### src/replay_pkg.sv
// shared widths, depths and types for the replay lane
// imported by every RTL block and by the testbench
package replay_pkg;

  ////////////////////////////////////////////////////////////
  // data path sizes
  ////////////////////////////////////////////////////////////

  // one replayed data beat
  localparam int DATA_WIDTH = 16;
  // tracked channels, one end-of-transaction flag each
  localparam int LOGE_CNT = 4;

  ////////////////////////////////////////////////////////////
  // buffering and counter sizing
  ////////////////////////////////////////////////////////////

  // default record FIFO depth
  localparam int REPLAY_FIFO_DEPTH = 8;
  // output register plus skid register in the replayer
  localparam int REPLAYER_PIPE_DEPTH = 2;
  // decoder merge tree and output queue slack upstream of this lane
  localparam int UPSTREAM_ALLOWANCE = 3;

  // worst-case distance between runtime and replay counts
  localparam int ON_THE_FLY_CNT =
    REPLAY_FIFO_DEPTH + REPLAYER_PIPE_DEPTH + UPSTREAM_ALLOWANCE;

  // twice the distance so both counts stay on one half of the circle,
  // which keeps the msb of the difference a valid sign
  localparam int PKT_CNT_WIDTH = $clog2(2 * ON_THE_FLY_CNT);

  ////////////////////////////////////////////////////////////
  // types
  ////////////////////////////////////////////////////////////

  typedef logic [DATA_WIDTH-1:0] replay_data_t;
  typedef logic [LOGE_CNT-1:0]   loge_vec_t;

  // number of records held in the replayer buffer
  typedef enum logic [1:0] {
    RS_EMPTY = 2'd0,
    RS_BUSY  = 2'd1,
    RS_FULL  = 2'd2
  } replay_state_e;

endpackage
### src/pkt_order_cnt.sv
// per-channel transaction counters enforcing the recorded happens-before order
// compares live completions against replayed ones plus the head record
`timescale 1ns/100ps

module pkt_order_cnt (
  input  logic                  clk,
  input  logic                  rstn,
  // live completion pulses, no back-pressure
  input  replay_pkg::loge_vec_t i_rt_loge,
  // flags of the record at the replayer head
  input  replay_pkg::loge_vec_t i_head_loge,
  // head record retired
  input  logic                  i_remove,
  output logic                  o_ok_to_replay
);
  import replay_pkg::*;

  // counters wrap, only the difference matters
  logic [PKT_CNT_WIDTH-1:0] rt_cnt   [LOGE_CNT];
  logic [PKT_CNT_WIDTH-1:0] rep_cnt  [LOGE_CNT];
  // replay count once the head is counted in
  logic [PKT_CNT_WIDTH-1:0] rep_next [LOGE_CNT];
  logic [LOGE_CNT-1:0]      sign_clear;

  ////////////////////////////////////////////////////////////
  // runtime counters, every cycle
  ////////////////////////////////////////////////////////////
  always_ff @(posedge clk) begin
    if (!rstn) begin
      for (int ch = 0; ch < LOGE_CNT; ch++) begin
        rt_cnt[ch] <= '0;
      end
    end else begin
      for (int ch = 0; ch < LOGE_CNT; ch++) begin
        rt_cnt[ch] <= rt_cnt[ch] + PKT_CNT_WIDTH'(i_rt_loge[ch]);
      end
    end
  end

  ////////////////////////////////////////////////////////////
  // replay counters, only when the head retires
  ////////////////////////////////////////////////////////////
  always_ff @(posedge clk) begin
    if (!rstn) begin
      for (int ch = 0; ch < LOGE_CNT; ch++) begin
        rep_cnt[ch] <= '0;
      end
    end else if (i_remove) begin
      for (int ch = 0; ch < LOGE_CNT; ch++) begin
        rep_cnt[ch] <= rep_next[ch];
      end
    end
  end

  ////////////////////////////////////////////////////////////
  // wraparound compare per channel
  ////////////////////////////////////////////////////////////
  for (genvar ch = 0; ch < LOGE_CNT; ch++) begin : g_cmp
    logic [PKT_CNT_WIDTH-1:0] diff;

    // head flags count as already needed, the beat depends on them
    assign rep_next[ch] = rep_cnt[ch] + PKT_CNT_WIDTH'(i_head_loge[ch]);
    // runtime minus needed, msb is the sign while within half the circle
    assign diff = rt_cnt[ch] - rep_next[ch];
    assign sign_clear[ch] = ~diff[PKT_CNT_WIDTH-1];
  end

  // every channel must have caught up
  assign o_ok_to_replay = &sign_clear;

endmodule

### src/replay_buf.sv
// two-entry record buffer of the replayer, head register plus skid register
// loads are steered by the replayer FSM
`timescale 1ns/100ps

module replay_buf (
  input  logic                     clk,
  input  logic                     rstn,
  // steering from the FSM
  input  logic                     i_load_out,
  input  logic                     i_take_skid,
  input  logic                     i_load_skid,
  // incoming record from the FIFO head
  input  logic                     i_logb_valid,
  input  replay_pkg::replay_data_t i_logb_data,
  input  replay_pkg::loge_vec_t    i_loge,
  // head record
  output logic                     o_head_logb_valid,
  output replay_pkg::replay_data_t o_head_logb_data,
  output replay_pkg::loge_vec_t    o_head_loge
);
  import replay_pkg::*;

  // skid entry, holds the second record while the head waits
  logic         skid_logb_valid;
  replay_data_t skid_logb_data;
  loge_vec_t    skid_loge;

  ////////////////////////////////////////////////////////////
  // skid register
  ////////////////////////////////////////////////////////////
  always_ff @(posedge clk) begin
    if (!rstn) begin
      skid_logb_valid <= 1'b0;
      skid_logb_data  <= '0;
      skid_loge       <= '0;
    end else if (i_load_skid) begin
      skid_logb_valid <= i_logb_valid;
      skid_logb_data  <= i_logb_data;
      skid_loge       <= i_loge;
    end
  end

  ////////////////////////////////////////////////////////////
  // output register
  ////////////////////////////////////////////////////////////
  always_ff @(posedge clk) begin
    if (!rstn) begin
      o_head_logb_valid <= 1'b0;
      o_head_logb_data  <= '0;
      o_head_loge       <= '0;
    end else if (i_take_skid) begin
      // full to busy, skid moves up
      o_head_logb_valid <= skid_logb_valid;
      o_head_logb_data  <= skid_logb_data;
      o_head_loge       <= skid_loge;
    end else if (i_load_out) begin
      // load or flow from the input
      o_head_logb_valid <= i_logb_valid;
      o_head_logb_data  <= i_logb_data;
      o_head_loge       <= i_loge;
    end
  end

endmodule

### src/replay_channel_top.sv
// one replay lane: record FIFO, replayer FSM and buffer, order counters
// decoder records in, ordered data beats out
`timescale 1ns/100ps

module replay_channel_top (
  input  logic                     clk,
  input  logic                     rstn,
  // replay records from the log decoder
  input  logic                     i_rec_valid,
  input  logic                     i_rec_logb_valid,
  input  replay_pkg::replay_data_t i_rec_logb_data,
  input  replay_pkg::loge_vec_t    i_rec_loge,
  output logic                     o_rec_ready,
  // live completion pulses
  input  replay_pkg::loge_vec_t    i_rt_loge,
  // replayed beats
  output logic                     o_out_valid,
  output replay_pkg::replay_data_t o_out_data,
  input  logic                     i_out_ready
);
  import replay_pkg::*;

  // FIFO head
  logic         fifo_valid;
  logic         fifo_logb_valid;
  replay_data_t fifo_logb_data;
  loge_vec_t    fifo_loge;
  logic         fsm_in_ready;
  // buffer steering and head record
  logic         load_out;
  logic         take_skid;
  logic         load_skid;
  logic         head_logb_valid;
  loge_vec_t    head_loge;
  // ordering
  logic         remove;
  logic         ok_to_replay;

  replay_fifo #(
    .DEPTH(REPLAY_FIFO_DEPTH)
  ) replay_fifo_i (
    .clk             (clk),
    .rstn            (rstn),
    .i_wr_valid      (i_rec_valid),
    .i_wr_logb_valid (i_rec_logb_valid),
    .i_wr_logb_data  (i_rec_logb_data),
    .i_wr_loge       (i_rec_loge),
    .o_wr_ready      (o_rec_ready),
    .o_rd_valid      (fifo_valid),
    .o_rd_logb_valid (fifo_logb_valid),
    .o_rd_logb_data  (fifo_logb_data),
    .o_rd_loge       (fifo_loge),
    .i_rd_ready      (fsm_in_ready)
  );

  replay_fsm replay_fsm_i (
    .clk               (clk),
    .rstn              (rstn),
    .i_in_valid        (fifo_valid),
    .o_in_ready        (fsm_in_ready),
    .i_head_logb_valid (head_logb_valid),
    .i_ok_to_replay    (ok_to_replay),
    .i_out_ready       (i_out_ready),
    .o_out_valid       (o_out_valid),
    .o_load_out        (load_out),
    .o_take_skid       (take_skid),
    .o_load_skid       (load_skid),
    .o_remove          (remove)
  );

  // head data feeds the output port directly
  replay_buf replay_buf_i (
    .clk               (clk),
    .rstn              (rstn),
    .i_load_out        (load_out),
    .i_take_skid       (take_skid),
    .i_load_skid       (load_skid),
    .i_logb_valid      (fifo_logb_valid),
    .i_logb_data       (fifo_logb_data),
    .i_loge            (fifo_loge),
    .o_head_logb_valid (head_logb_valid),
    .o_head_logb_data  (o_out_data),
    .o_head_loge       (head_loge)
  );

  pkt_order_cnt pkt_order_cnt_i (
    .clk            (clk),
    .rstn           (rstn),
    .i_rt_loge      (i_rt_loge),
    .i_head_loge    (head_loge),
    .i_remove       (remove),
    .o_ok_to_replay (ok_to_replay)
  );

endmodule

### src/replay_fifo.sv
// show-ahead record FIFO between the log decoder and the replayer
// head record is visible on the read side without a pop
`timescale 1ns/100ps

module replay_fifo #(
  parameter int DEPTH = replay_pkg::REPLAY_FIFO_DEPTH
) (
  input  logic                     clk,
  input  logic                     rstn,
  // write side, from the decoder
  input  logic                     i_wr_valid,
  input  logic                     i_wr_logb_valid,
  input  replay_pkg::replay_data_t i_wr_logb_data,
  input  replay_pkg::loge_vec_t    i_wr_loge,
  output logic                     o_wr_ready,
  // read side, head record
  output logic                     o_rd_valid,
  output logic                     o_rd_logb_valid,
  output replay_pkg::replay_data_t o_rd_logb_data,
  output replay_pkg::loge_vec_t    o_rd_loge,
  input  logic                     i_rd_ready
);
  import replay_pkg::*;

  // record storage, one array per field
  logic         mem_logb_valid [DEPTH];
  replay_data_t mem_logb_data  [DEPTH];
  loge_vec_t    mem_loge       [DEPTH];

  logic [$clog2(DEPTH)-1:0]   wr_ptr;
  logic [$clog2(DEPTH)-1:0]   rd_ptr;
  logic [$clog2(DEPTH+1)-1:0] count;
  logic [$clog2(DEPTH+1)-1:0] count_next;
  logic                       wr_en;
  logic                       rd_en;

  // o_wr_ready is low whenever full, so a write never lands on a full FIFO
  assign wr_en = i_wr_valid && o_wr_ready;
  assign rd_en = o_rd_valid && i_rd_ready;

  // occupancy after this edge
  always_comb begin
    count_next = count;
    if (wr_en && !rd_en) begin
      count_next = count + 1'b1;
    end else if (!wr_en && rd_en) begin
      count_next = count - 1'b1;
    end
  end

  ////////////////////////////////////////////////////////////
  // pointers, count and registered not-full
  ////////////////////////////////////////////////////////////
  always_ff @(posedge clk) begin
    if (!rstn) begin
      wr_ptr     <= '0;
      rd_ptr     <= '0;
      count      <= '0;
      o_wr_ready <= 1'b0;
    end else begin
      // wrap by compare, depth need not be a power of two
      if (wr_en) begin
        wr_ptr <= (int'(wr_ptr) == DEPTH - 1) ? '0 : wr_ptr + 1'b1;
      end
      if (rd_en) begin
        rd_ptr <= (int'(rd_ptr) == DEPTH - 1) ? '0 : rd_ptr + 1'b1;
      end
      count      <= count_next;
      o_wr_ready <= (int'(count_next) != DEPTH);
    end
  end

  // storage write
  always_ff @(posedge clk) begin
    if (wr_en) begin
      mem_logb_valid[wr_ptr] <= i_wr_logb_valid;
      mem_logb_data[wr_ptr]  <= i_wr_logb_data;
      mem_loge[wr_ptr]       <= i_wr_loge;
    end
  end

  // head record straight from storage
  assign o_rd_valid      = (count != '0);
  assign o_rd_logb_valid = mem_logb_valid[rd_ptr];
  assign o_rd_logb_data  = mem_logb_data[rd_ptr];
  assign o_rd_loge       = mem_loge[rd_ptr];

endmodule

### src/replay_fsm.sv
// replayer control: tracks buffer occupancy, steers the two-entry buffer
// and decides when the head beat may go out
`timescale 1ns/100ps

module replay_fsm (
  input  logic clk,
  input  logic rstn,
  // record input from the FIFO head
  input  logic i_in_valid,
  output logic o_in_ready,
  // head record and ordering status
  input  logic i_head_logb_valid,
  input  logic i_ok_to_replay,
  // output handshake
  input  logic i_out_ready,
  output logic o_out_valid,
  // buffer steering
  output logic o_load_out,
  output logic o_take_skid,
  output logic o_load_skid,
  // head retired this cycle
  output logic o_remove
);
  import replay_pkg::*;

  replay_state_e state;
  replay_state_e state_next;
  logic          insert;
  logic          remove_beat;
  logic          remove_empty_rec;

  assign insert = i_in_valid && o_in_ready;

  // data beat accepted downstream
  assign remove_beat = o_out_valid && i_out_ready;
  // record with no beat only moves the counters, one cycle fast path
  assign remove_empty_rec = (state != RS_EMPTY) && !i_head_logb_valid;
  assign o_remove = remove_beat || remove_empty_rec;

  ////////////////////////////////////////////////////////////
  // occupancy FSM
  ////////////////////////////////////////////////////////////
  always_comb begin
    state_next = state;
    case (state)
      RS_EMPTY: begin
        // load
        if (insert) state_next = RS_BUSY;
      end
      RS_BUSY: begin
        // fill or unload, flow and idle stay
        if (insert && !o_remove) begin
          state_next = RS_FULL;
        end else if (!insert && o_remove) begin
          state_next = RS_EMPTY;
        end
      end
      RS_FULL: begin
        // flush skid into the output register
        if (!insert && o_remove) state_next = RS_BUSY;
      end
      default: state_next = RS_EMPTY;
    endcase
  end

  always_ff @(posedge clk) begin
    if (!rstn) begin
      state      <= RS_EMPTY;
      o_in_ready <= 1'b0;
    end else begin
      state      <= state_next;
      // registered ready, drops once both entries are taken
      o_in_ready <= (state_next != RS_FULL);
    end
  end

  // new record goes straight to the head on load or flow
  assign o_load_out  = insert && (state_next == RS_BUSY);
  assign o_take_skid = (state == RS_FULL) && (state_next == RS_BUSY);
  assign o_load_skid = (state == RS_BUSY) && (state_next == RS_FULL);

  // hold the beat until every channel has caught up
  assign o_out_valid = (state != RS_EMPTY) && i_head_logb_valid && i_ok_to_replay;

endmodule

### config.mk
export PLATFORM = sky130hd
export DESIGN_NAME = replay_channel_top
export DESIGN_NICKNAME = d
export VERILOG_FILES = /design/src/replay_pkg.sv /design/src/pkt_order_cnt.sv /design/src/replay_buf.sv /design/src/replay_channel_top.sv /design/src/replay_fifo.sv /design/src/replay_fsm.sv
export SDC_FILE = /design/constraint.sdc
export NUM_CORES = 1
export LEC_CHECK = 0
export BUFFER_PORTS_ARGS = -buffer_cell sky130_fd_sc_hd__buf_2
export CORE_MARGIN = 2
export CORE_UTILIZATION = 49
export CTS_CLUSTER_SIZE = 8
export DETAILED_ROUTE_END_ITERATION = 8
export PLACE_DENSITY = 0.77
export RECOVER_POWER = 50
export SKIP_LAST_GASP = 1
export SLEW_MARGIN = 0
export SYNTH_ARGS = -nofsm -noshare
export SYNTH_HDL_FRONTEND = slang
export SYNTH_HIERARCHICAL = 1
export SYNTH_SLANG_ARGS = --single-unit
### constraint.sdc
create_clock -name clk -period 4.8 [get_ports clk]
set_clock_uncertainty 0.2 [all_clocks]
set_input_delay 0.48 -clock clk [delete_from_list [all_inputs] [get_ports clk]]
set_output_delay 0.48 -clock clk [all_outputs]
set_load 0.005 [all_outputs]
======== After elaboration in Yosys (flattened, before gate mapping) ========
Memory sizes are Yosys's and may differ from the RTL's. A register that Yosys moved wholly into a read port is not among the register bits.
Cells that the tools add are included.
word-level totals
  register bits after elaboration ......... 56
  RAM bits ................................ 208
  input port bits ......................... 29
  logic and storage cells ................. 112
  memories ................................ 5
memories
  name                          depth  width  rd ports  clocked after Yosys merged registers in  wr ports  RTL line             text
  replay_fifo_i.mem_logb_data   8      16     1         1                                        1         replay_fifo.sv:27    replay_data_t mem_logb_data [DEPTH];
  replay_fifo_i.mem_loge        8      4      1         1                                        1         replay_fifo.sv:28    loge_vec_t mem_loge [DEPTH];
  pkt_order_cnt_i.rep_cnt       4      5      4         0                                        4         pkt_order_cnt.sv:20  logic [PKT_CNT_WIDTH-1:0] rep_cnt [LOGE_CNT];
  pkt_order_cnt_i.rt_cnt        4      5      4         0                                        4         pkt_order_cnt.sv:19  logic [PKT_CNT_WIDTH-1:0] rt_cnt [LOGE_CNT];
  replay_fifo_i.mem_logb_valid  8      1      1         1                                        1         replay_fifo.sv:26    logic mem_logb_valid [DEPTH];
operators by class
  add/sub/neg operators ................... 16
  eq/ne operators ......................... 8
  muxes and demuxes ....................... 36
  bitwise operators ....................... 12
  reductions and logical operators ........ 23
operators by type and width
  kind                                                                    count
  5-bit by 1-bit adder with 5-bit output                                  8
  5-bit 2-to-1 mux                                                        8
  16-bit 2-to-1 mux                                                       2
  3-bit 2-to-1 mux                                                        8
  5-bit subtractor                                                        4
  4-bit 2-to-1 mux                                                        4
  1-bit logical AND                                                       13
  1-bit 2-to-1 mux                                                        9
  2-bit 2-to-1 mux                                                        4
  1-bit OR                                                                8
  3-bit by 1-bit adder with 3-bit output (second input constant)          2
  3-bit by 1-bit equality test with 1-bit output (second input constant)  2
  2-bit case mux with 3 select lines                                      1
  4-bit by 1-bit adder with 4-bit output (second input constant)          1
  2-bit by 1-bit equality test with 1-bit output (second input constant)  2
  2-bit equality test (second input constant)                             2
  1-bit logical NOT                                                       4
  4-bit != test (second input constant)                                   1
  1-bit inverter                                                          4
  4-bit AND reduction                                                     1
  2-bit nonzero test                                                      2
  4-bit nonzero test                                                      1
  4-bit by 1-bit subtractor with 4-bit output (second input constant)     1
  2-bit logical NOT                                                       1
  2 further kinds                                                         2

======== Logic depth before layout (Yosys ltp) ========
  depth after elaboration ................. 15
  mapped depth ............................ 14
  mapped depth without buffers ............ 13

======== Hierarchy ========
Netlist, hierarchy kept.
modules (own cells, without submodules)
  module         instances  cells an instance  area an instance (sq um)
  replay_fifo    1          330                7010.5
  pkt_order_cnt  1          188                2100.8
  replay_buf     1          160                1923.1
  replay_fsm     1          26                 227.7

======== Least setup slack after synthesis ========
Ideal clock, no wire load.
  kind .................................... input port to flip-flop
  start ................................... in i_rec_valid
  end ..................................... mem replay_fifo_i/mem_logb_data[0][0] in the netlist's numbering, enable pin
  arrival ................................. 2.786 ns
  required time ........................... 4.148 ns
  path slack .............................. 1.361 ns
  stages .................................. 3
  path buffers ............................ 1
  cells stage by stage .................... nand2_1 clkbuf_1 nor4_1
between the ends
  word-level cells in the longest chain between the ends .. 3
ends and longest elaborated chain
  element                                 RTL line                 text
  from (decl)                             replay_channel_top.sv:9  input logic i_rec_valid,
  1-bit logical AND                       replay_fifo.sv:38        assign wr_en = i_wr_valid && o_wr_ready;
  1-bit 2-to-1 mux                        replay_fifo.sv:75        if (wr_en) begin
  1-bit 2-to-1 mux (not written as such)  replay_fifo.sv:77        mem_logb_data[wr_ptr] <= i_wr_logb_data;
  to (decl)                               replay_fifo.sv:27
Every way passes these cells.

==> run summary <==
### Power and ir drop
- 1.78 mW — net switching power of the design
- 36.4% — proportion of power drawn by the clock network
- 330 µV — VDD IR max
- 4.99 mW — internal power
- 4.67 nW — Leakage Power
- 21.4% — combinational cell fraction of total power
- 42.2% — sequential group share of total power
- 524 mW/mm² — PD cells
- 26.3% — Switching Share

### Yosys
- 767 — Synth Net Count
- 6 — Yosys warning count
- 16.0 µm² — mean instance size in the synthesized netlist
- 0% — Synth async-reset ratio
- 54 — number of distinct standard cells referenced by the synthesized netlist
- 704 — Gate Count Post-Synth
- 267 — Synth Register Bits
- 64.2% — sequential-to-total area share from yosys stat
- sky130_fd_sc_hd__edfxtp_1 — predominant post-synthesis flop cell
- 0.0113 mm² — Syn Std Cell Area
- 188 — number of enable-type register cells in the synthesized netlist

### Worst hold path
- 3 — worst hold path stage count
- in -> reg — classification of the worst-slack hold path

### Critical path
- flop — Worst Setup Start Kind
- flop — kind of capture point of the worst setup path
- reg -> reg — kind of critical path
- 3.90 ns — crit path DAT
- 13 — worst reg-to-reg path cell count
- 10 — highest net fanout along the worst path
- 4.99 ns — critical path required time

### Floorplan
- 0.0242 mm² — area of the die
- 156 µm — die height
- 55 — placement row count
- 49.9% — Initial Utilization
- 47 — count of boundary I/O pins
- 0.0226 mm² — area inside the core boundary
- 156 µm — width of the die

### Route
- 5.42 — vias per cell
- 20,600 µm — final wirelength
- 5 — number of iterations in the first detailed-routing pass
- met5 — top layer used by detailed routing
- 18.9 µm — mean routed wirelength per cell
- 0 — drc violations
- 9950 µm — length of routed met2 wiring
- 9250 µm — routed length on met1
- 532 — detailed router's first-iteration violation count
- 0 — antenna violation net count after detailed routing
- 1040 µm — met3 wire length
- 5,897 — Via Count

### Clock tree
- 0.05 ns — clock-pin slew reported for the worst setup and hold paths after clock tree synthesis
- 0 — Post-CTS Setup Bufs
- sky130_fd_sc_hd__clkbuf_16 — Root Buffer Master
- 0.52 ns — Skew-Pair Late Insertion Delay
- 2 — CTS H-tree depth
- 0 — post-cts gate resize count
- 267 — TritonCTS sink count
- built — CTS tree
- 3 — Bufs on Longest Clock Path
- 0 — Post-CTS Hold Fix Bufs
- 39 — TritonCTS Buffers

### Placed design
- 11,800 µm — DPL Wire Length
- 46 — input/output buffers
- 1,019 — number of instances in the placed design
- 0.775 — placer congestion estimate

### Finish
- 0 — diode count
- 1,740 — fillers
- 838 — Final #Nets
- 14.7% — synthesis-to-finish area growth
- 21.8% — share of layout cells above drive strength 1
- 1,088 — number of standard cells in the final layout excluding fillers

### Timing
- 3.71 ns — final period demand of the worst path
- 2.38 ns — measured slew at the worst slew-check pin
- 0 — final count of hold timing violations
- 0 ns — setup total negative slack
- 270 MHz — achievable frequency
- 0 — number of endpoints failing setup at the final stage
- no — unrepaired setup endpoints after global routing
- 87 — Slew Limit Fails
- -58.9% — Max-slew headroom
- 77.3% — Final Cycle Share

### Global routing
- 2 — number of antenna violations at the first check in global routing
- 0 — overflow left after global routing
- 65 — maximum number of pins on one net before global-route repair
- 6,044 — vias in the first global route
- 17.6% — overall fraction of global-route tracks in use
- 32,900 µm — global-route wire length before repair

### Status
- capacitance limit, slew limit — failing checks
- finished, violations left — result of the run

### Flow run
- 2 — maximum capacitance violations

through the flow:
step                worst slack (ns)  utilization [%]  instance area (µm²)  total power [mW]  hold WS (ns)
floorplan                       1.36                -                11300              4.01         0.254
finish                          1.09             57.2                12900              6.77        0.0866
global route                   0.638             57.2                12900              7.09        0.0902
global placement                1.16             52.5                11900              4.33         0.272
detailed placement              1.08             52.5                11900              4.36         0.276
CTS                             1.07             57.5                13000              6.86       0.00655
state kept, by name (all words and copies together), names as in the netlist, 4 cells and up, named ones only:
| register | cells |
|---|---|
| pkt_order_cnt_i/rep_cnt | 20 |
| pkt_order_cnt_i/rt_cnt | 20 |
| replay_buf_i/o_head_logb_data | 16 |
| replay_buf_i/o_head_loge | 4 |
| replay_buf_i/skid_logb_data | 16 |
| replay_buf_i/skid_loge | 4 |
| replay_fifo_i/count | 4 |
| replay_fifo_i/mem_logb_data | 128 |
| replay_fifo_i/mem_logb_valid | 8 |
| replay_fifo_i/mem_loge | 32 |
cells by family (layout without fill, tap and decap cells):
kind of cell               Yosys count  after routing  share of synthesized area [%]
buffers and inverters               38            137                           1.61
and+or+nand+nor                    167            167                           8.24
AOI/OAI and AO/OA                   54             54                           3.92
DFF                                267            267                           64.2
muxes                              108            108                           15.4
adders and majority gates           34             34                           3.78
xor gates and xnor gates            36             36                           2.87
worst paths after layout:
path | startpoint | to | slack (ns)
worst min-delay path | i_rt_loge[2] | pkt_order_cnt_i/rt_cnt[2][0]$_SDFF_PN0_ | 0.09
worst max register to register | pkt_order_cnt_i/rep_cnt[1][0]$_SDFFCE_PN0P_ | replay_buf_i/o_head_logb_data[13]$_SDFFE_PN0P_ | 1.09
worst max-delay path | pkt_order_cnt_i/rep_cnt[1][0]$_SDFFCE_PN0P_ | replay_buf_i/o_head_logb_data[13]$_SDFFE_PN0P_ | 1.09
worst min register to register | replay_fifo_i/rd_ptr[2]$_SDFFE_PN0N_ | flop | 0.28
placed cells by master, fill, tap and decap left out, types with 21 or more instances in the layout:
master	count
sky130_fd_sc_hd__dfxtp_1	77
sky130_fd_sc_hd__mux2i_1	23
sky130_fd_sc_hd__clkbuf_16	39
sky130_fd_sc_hd__nand2_1	25
sky130_fd_sc_hd__clkbuf_1	61
sky130_fd_sc_hd__ha_1	34
sky130_fd_sc_hd__nor2b_1	21
sky130_fd_sc_hd__mux4_2	42
sky130_fd_sc_hd__xnor2_1	21
sky130_fd_sc_hd__edfxtp_1	188
sky130_fd_sc_hd__nor2_1	22
sky130_fd_sc_hd__o211a_1	21
sky130_fd_sc_hd__mux2_2	22
final cells by class:
cell class / instances / area (µm²) / area share, %
inverters: 8 / 30.0 / 0.232
clock buffers: 66 / 1080 / 8.34
well taps: 285 / 357 / 2.76
clock inverters: 3 / 36.3 / 0.281
multi-input cells: 399 / 3900 / 30.2
flip-flops and latches: 267 / 7230 / 56.0
repair buffers: 60 / 285 / 2.21
routing by layer:
metal	up-vias	GRT usage [%]
li1	2811	-
met1	2928	23.4
met2	123	29.0
met3	33	3.92
met4	2	5.85
met5	-	0
critical path: stages (launching register included):
cell,delay (ns)
sky130_fd_sc_hd__edfxtp_1,0.37
sky130_fd_sc_hd__ha_1,0.21
sky130_fd_sc_hd__nand3_1,0.10
sky130_fd_sc_hd__xor2_1,0.22
sky130_fd_sc_hd__ha_1,0.28
sky130_fd_sc_hd__a21oi_1,0.14
sky130_fd_sc_hd__o21ai_0,0.12
sky130_fd_sc_hd__xnor2_1,0.17
sky130_fd_sc_hd__nor4_2,0.38
sky130_fd_sc_hd__a21boi_2,0.18
sky130_fd_sc_hd__a21boi_4,0.44
sky130_fd_sc_hd__buf_4,0.28
sky130_fd_sc_hd__mux2_4,0.31
sky130_fd_sc_hd__o211a_1,0.20
power groups by stage:
stage | registers (mW) | logic, mW | clock network [mW]
after detailed placement | 2.90 | 1.47 | 0
after global placement | 2.89 | 1.44 | 0
after global routing | 2.88 | 1.59 | 2.62
after CTS | 2.86 | 1.48 | 2.52
final | 2.85 | 1.45 | 2.47
after floorplan | 2.84 | 1.18 | 0
Yosys cell counts (2+ instances only):
master                     number  area share [%]
sky130_fd_sc_hd__buf_2          7            0.31
sky130_fd_sc_hd__nor2_1        26            0.87
sky130_fd_sc_hd__and3_1         5            0.28
sky130_fd_sc_hd__o211a_1       21             1.9
sky130_fd_sc_hd__clkbuf_1      18            0.60
sky130_fd_sc_hd__nand3_1       20            0.89
sky130_fd_sc_hd__nor3_1         6            0.27
sky130_fd_sc_hd__buf_6          3            0.30
sky130_fd_sc_hd__nor2b_1       21             1.2
sky130_fd_sc_hd__or2b_1        11            0.73
sky130_fd_sc_hd__ha_1          34             3.8
sky130_fd_sc_hd__and2_1        22             1.2
sky130_fd_sc_hd__dfxtp_1       79              14
sky130_fd_sc_hd__mux4_2        42             8.4
sky130_fd_sc_hd__nand2b_1      20             1.1
sky130_fd_sc_hd__o21ai_0        3            0.13
sky130_fd_sc_hd__mux2_2        22             2.2
sky130_fd_sc_hd__buf_4          2            0.13
sky130_fd_sc_hd__xor2_1        14             1.1
sky130_fd_sc_hd__a21oi_1       16            0.71
sky130_fd_sc_hd__inv_1          7            0.23
sky130_fd_sc_hd__mux2_4        20             2.7
sky130_fd_sc_hd__xnor2_1       21             1.6
sky130_fd_sc_hd__nand2_1       25            0.83
sky130_fd_sc_hd__mux2i_1       23             2.0
sky130_fd_sc_hd__edfxtp_1     188              50
Note: power is estimated with default switching activity, not from simulation.
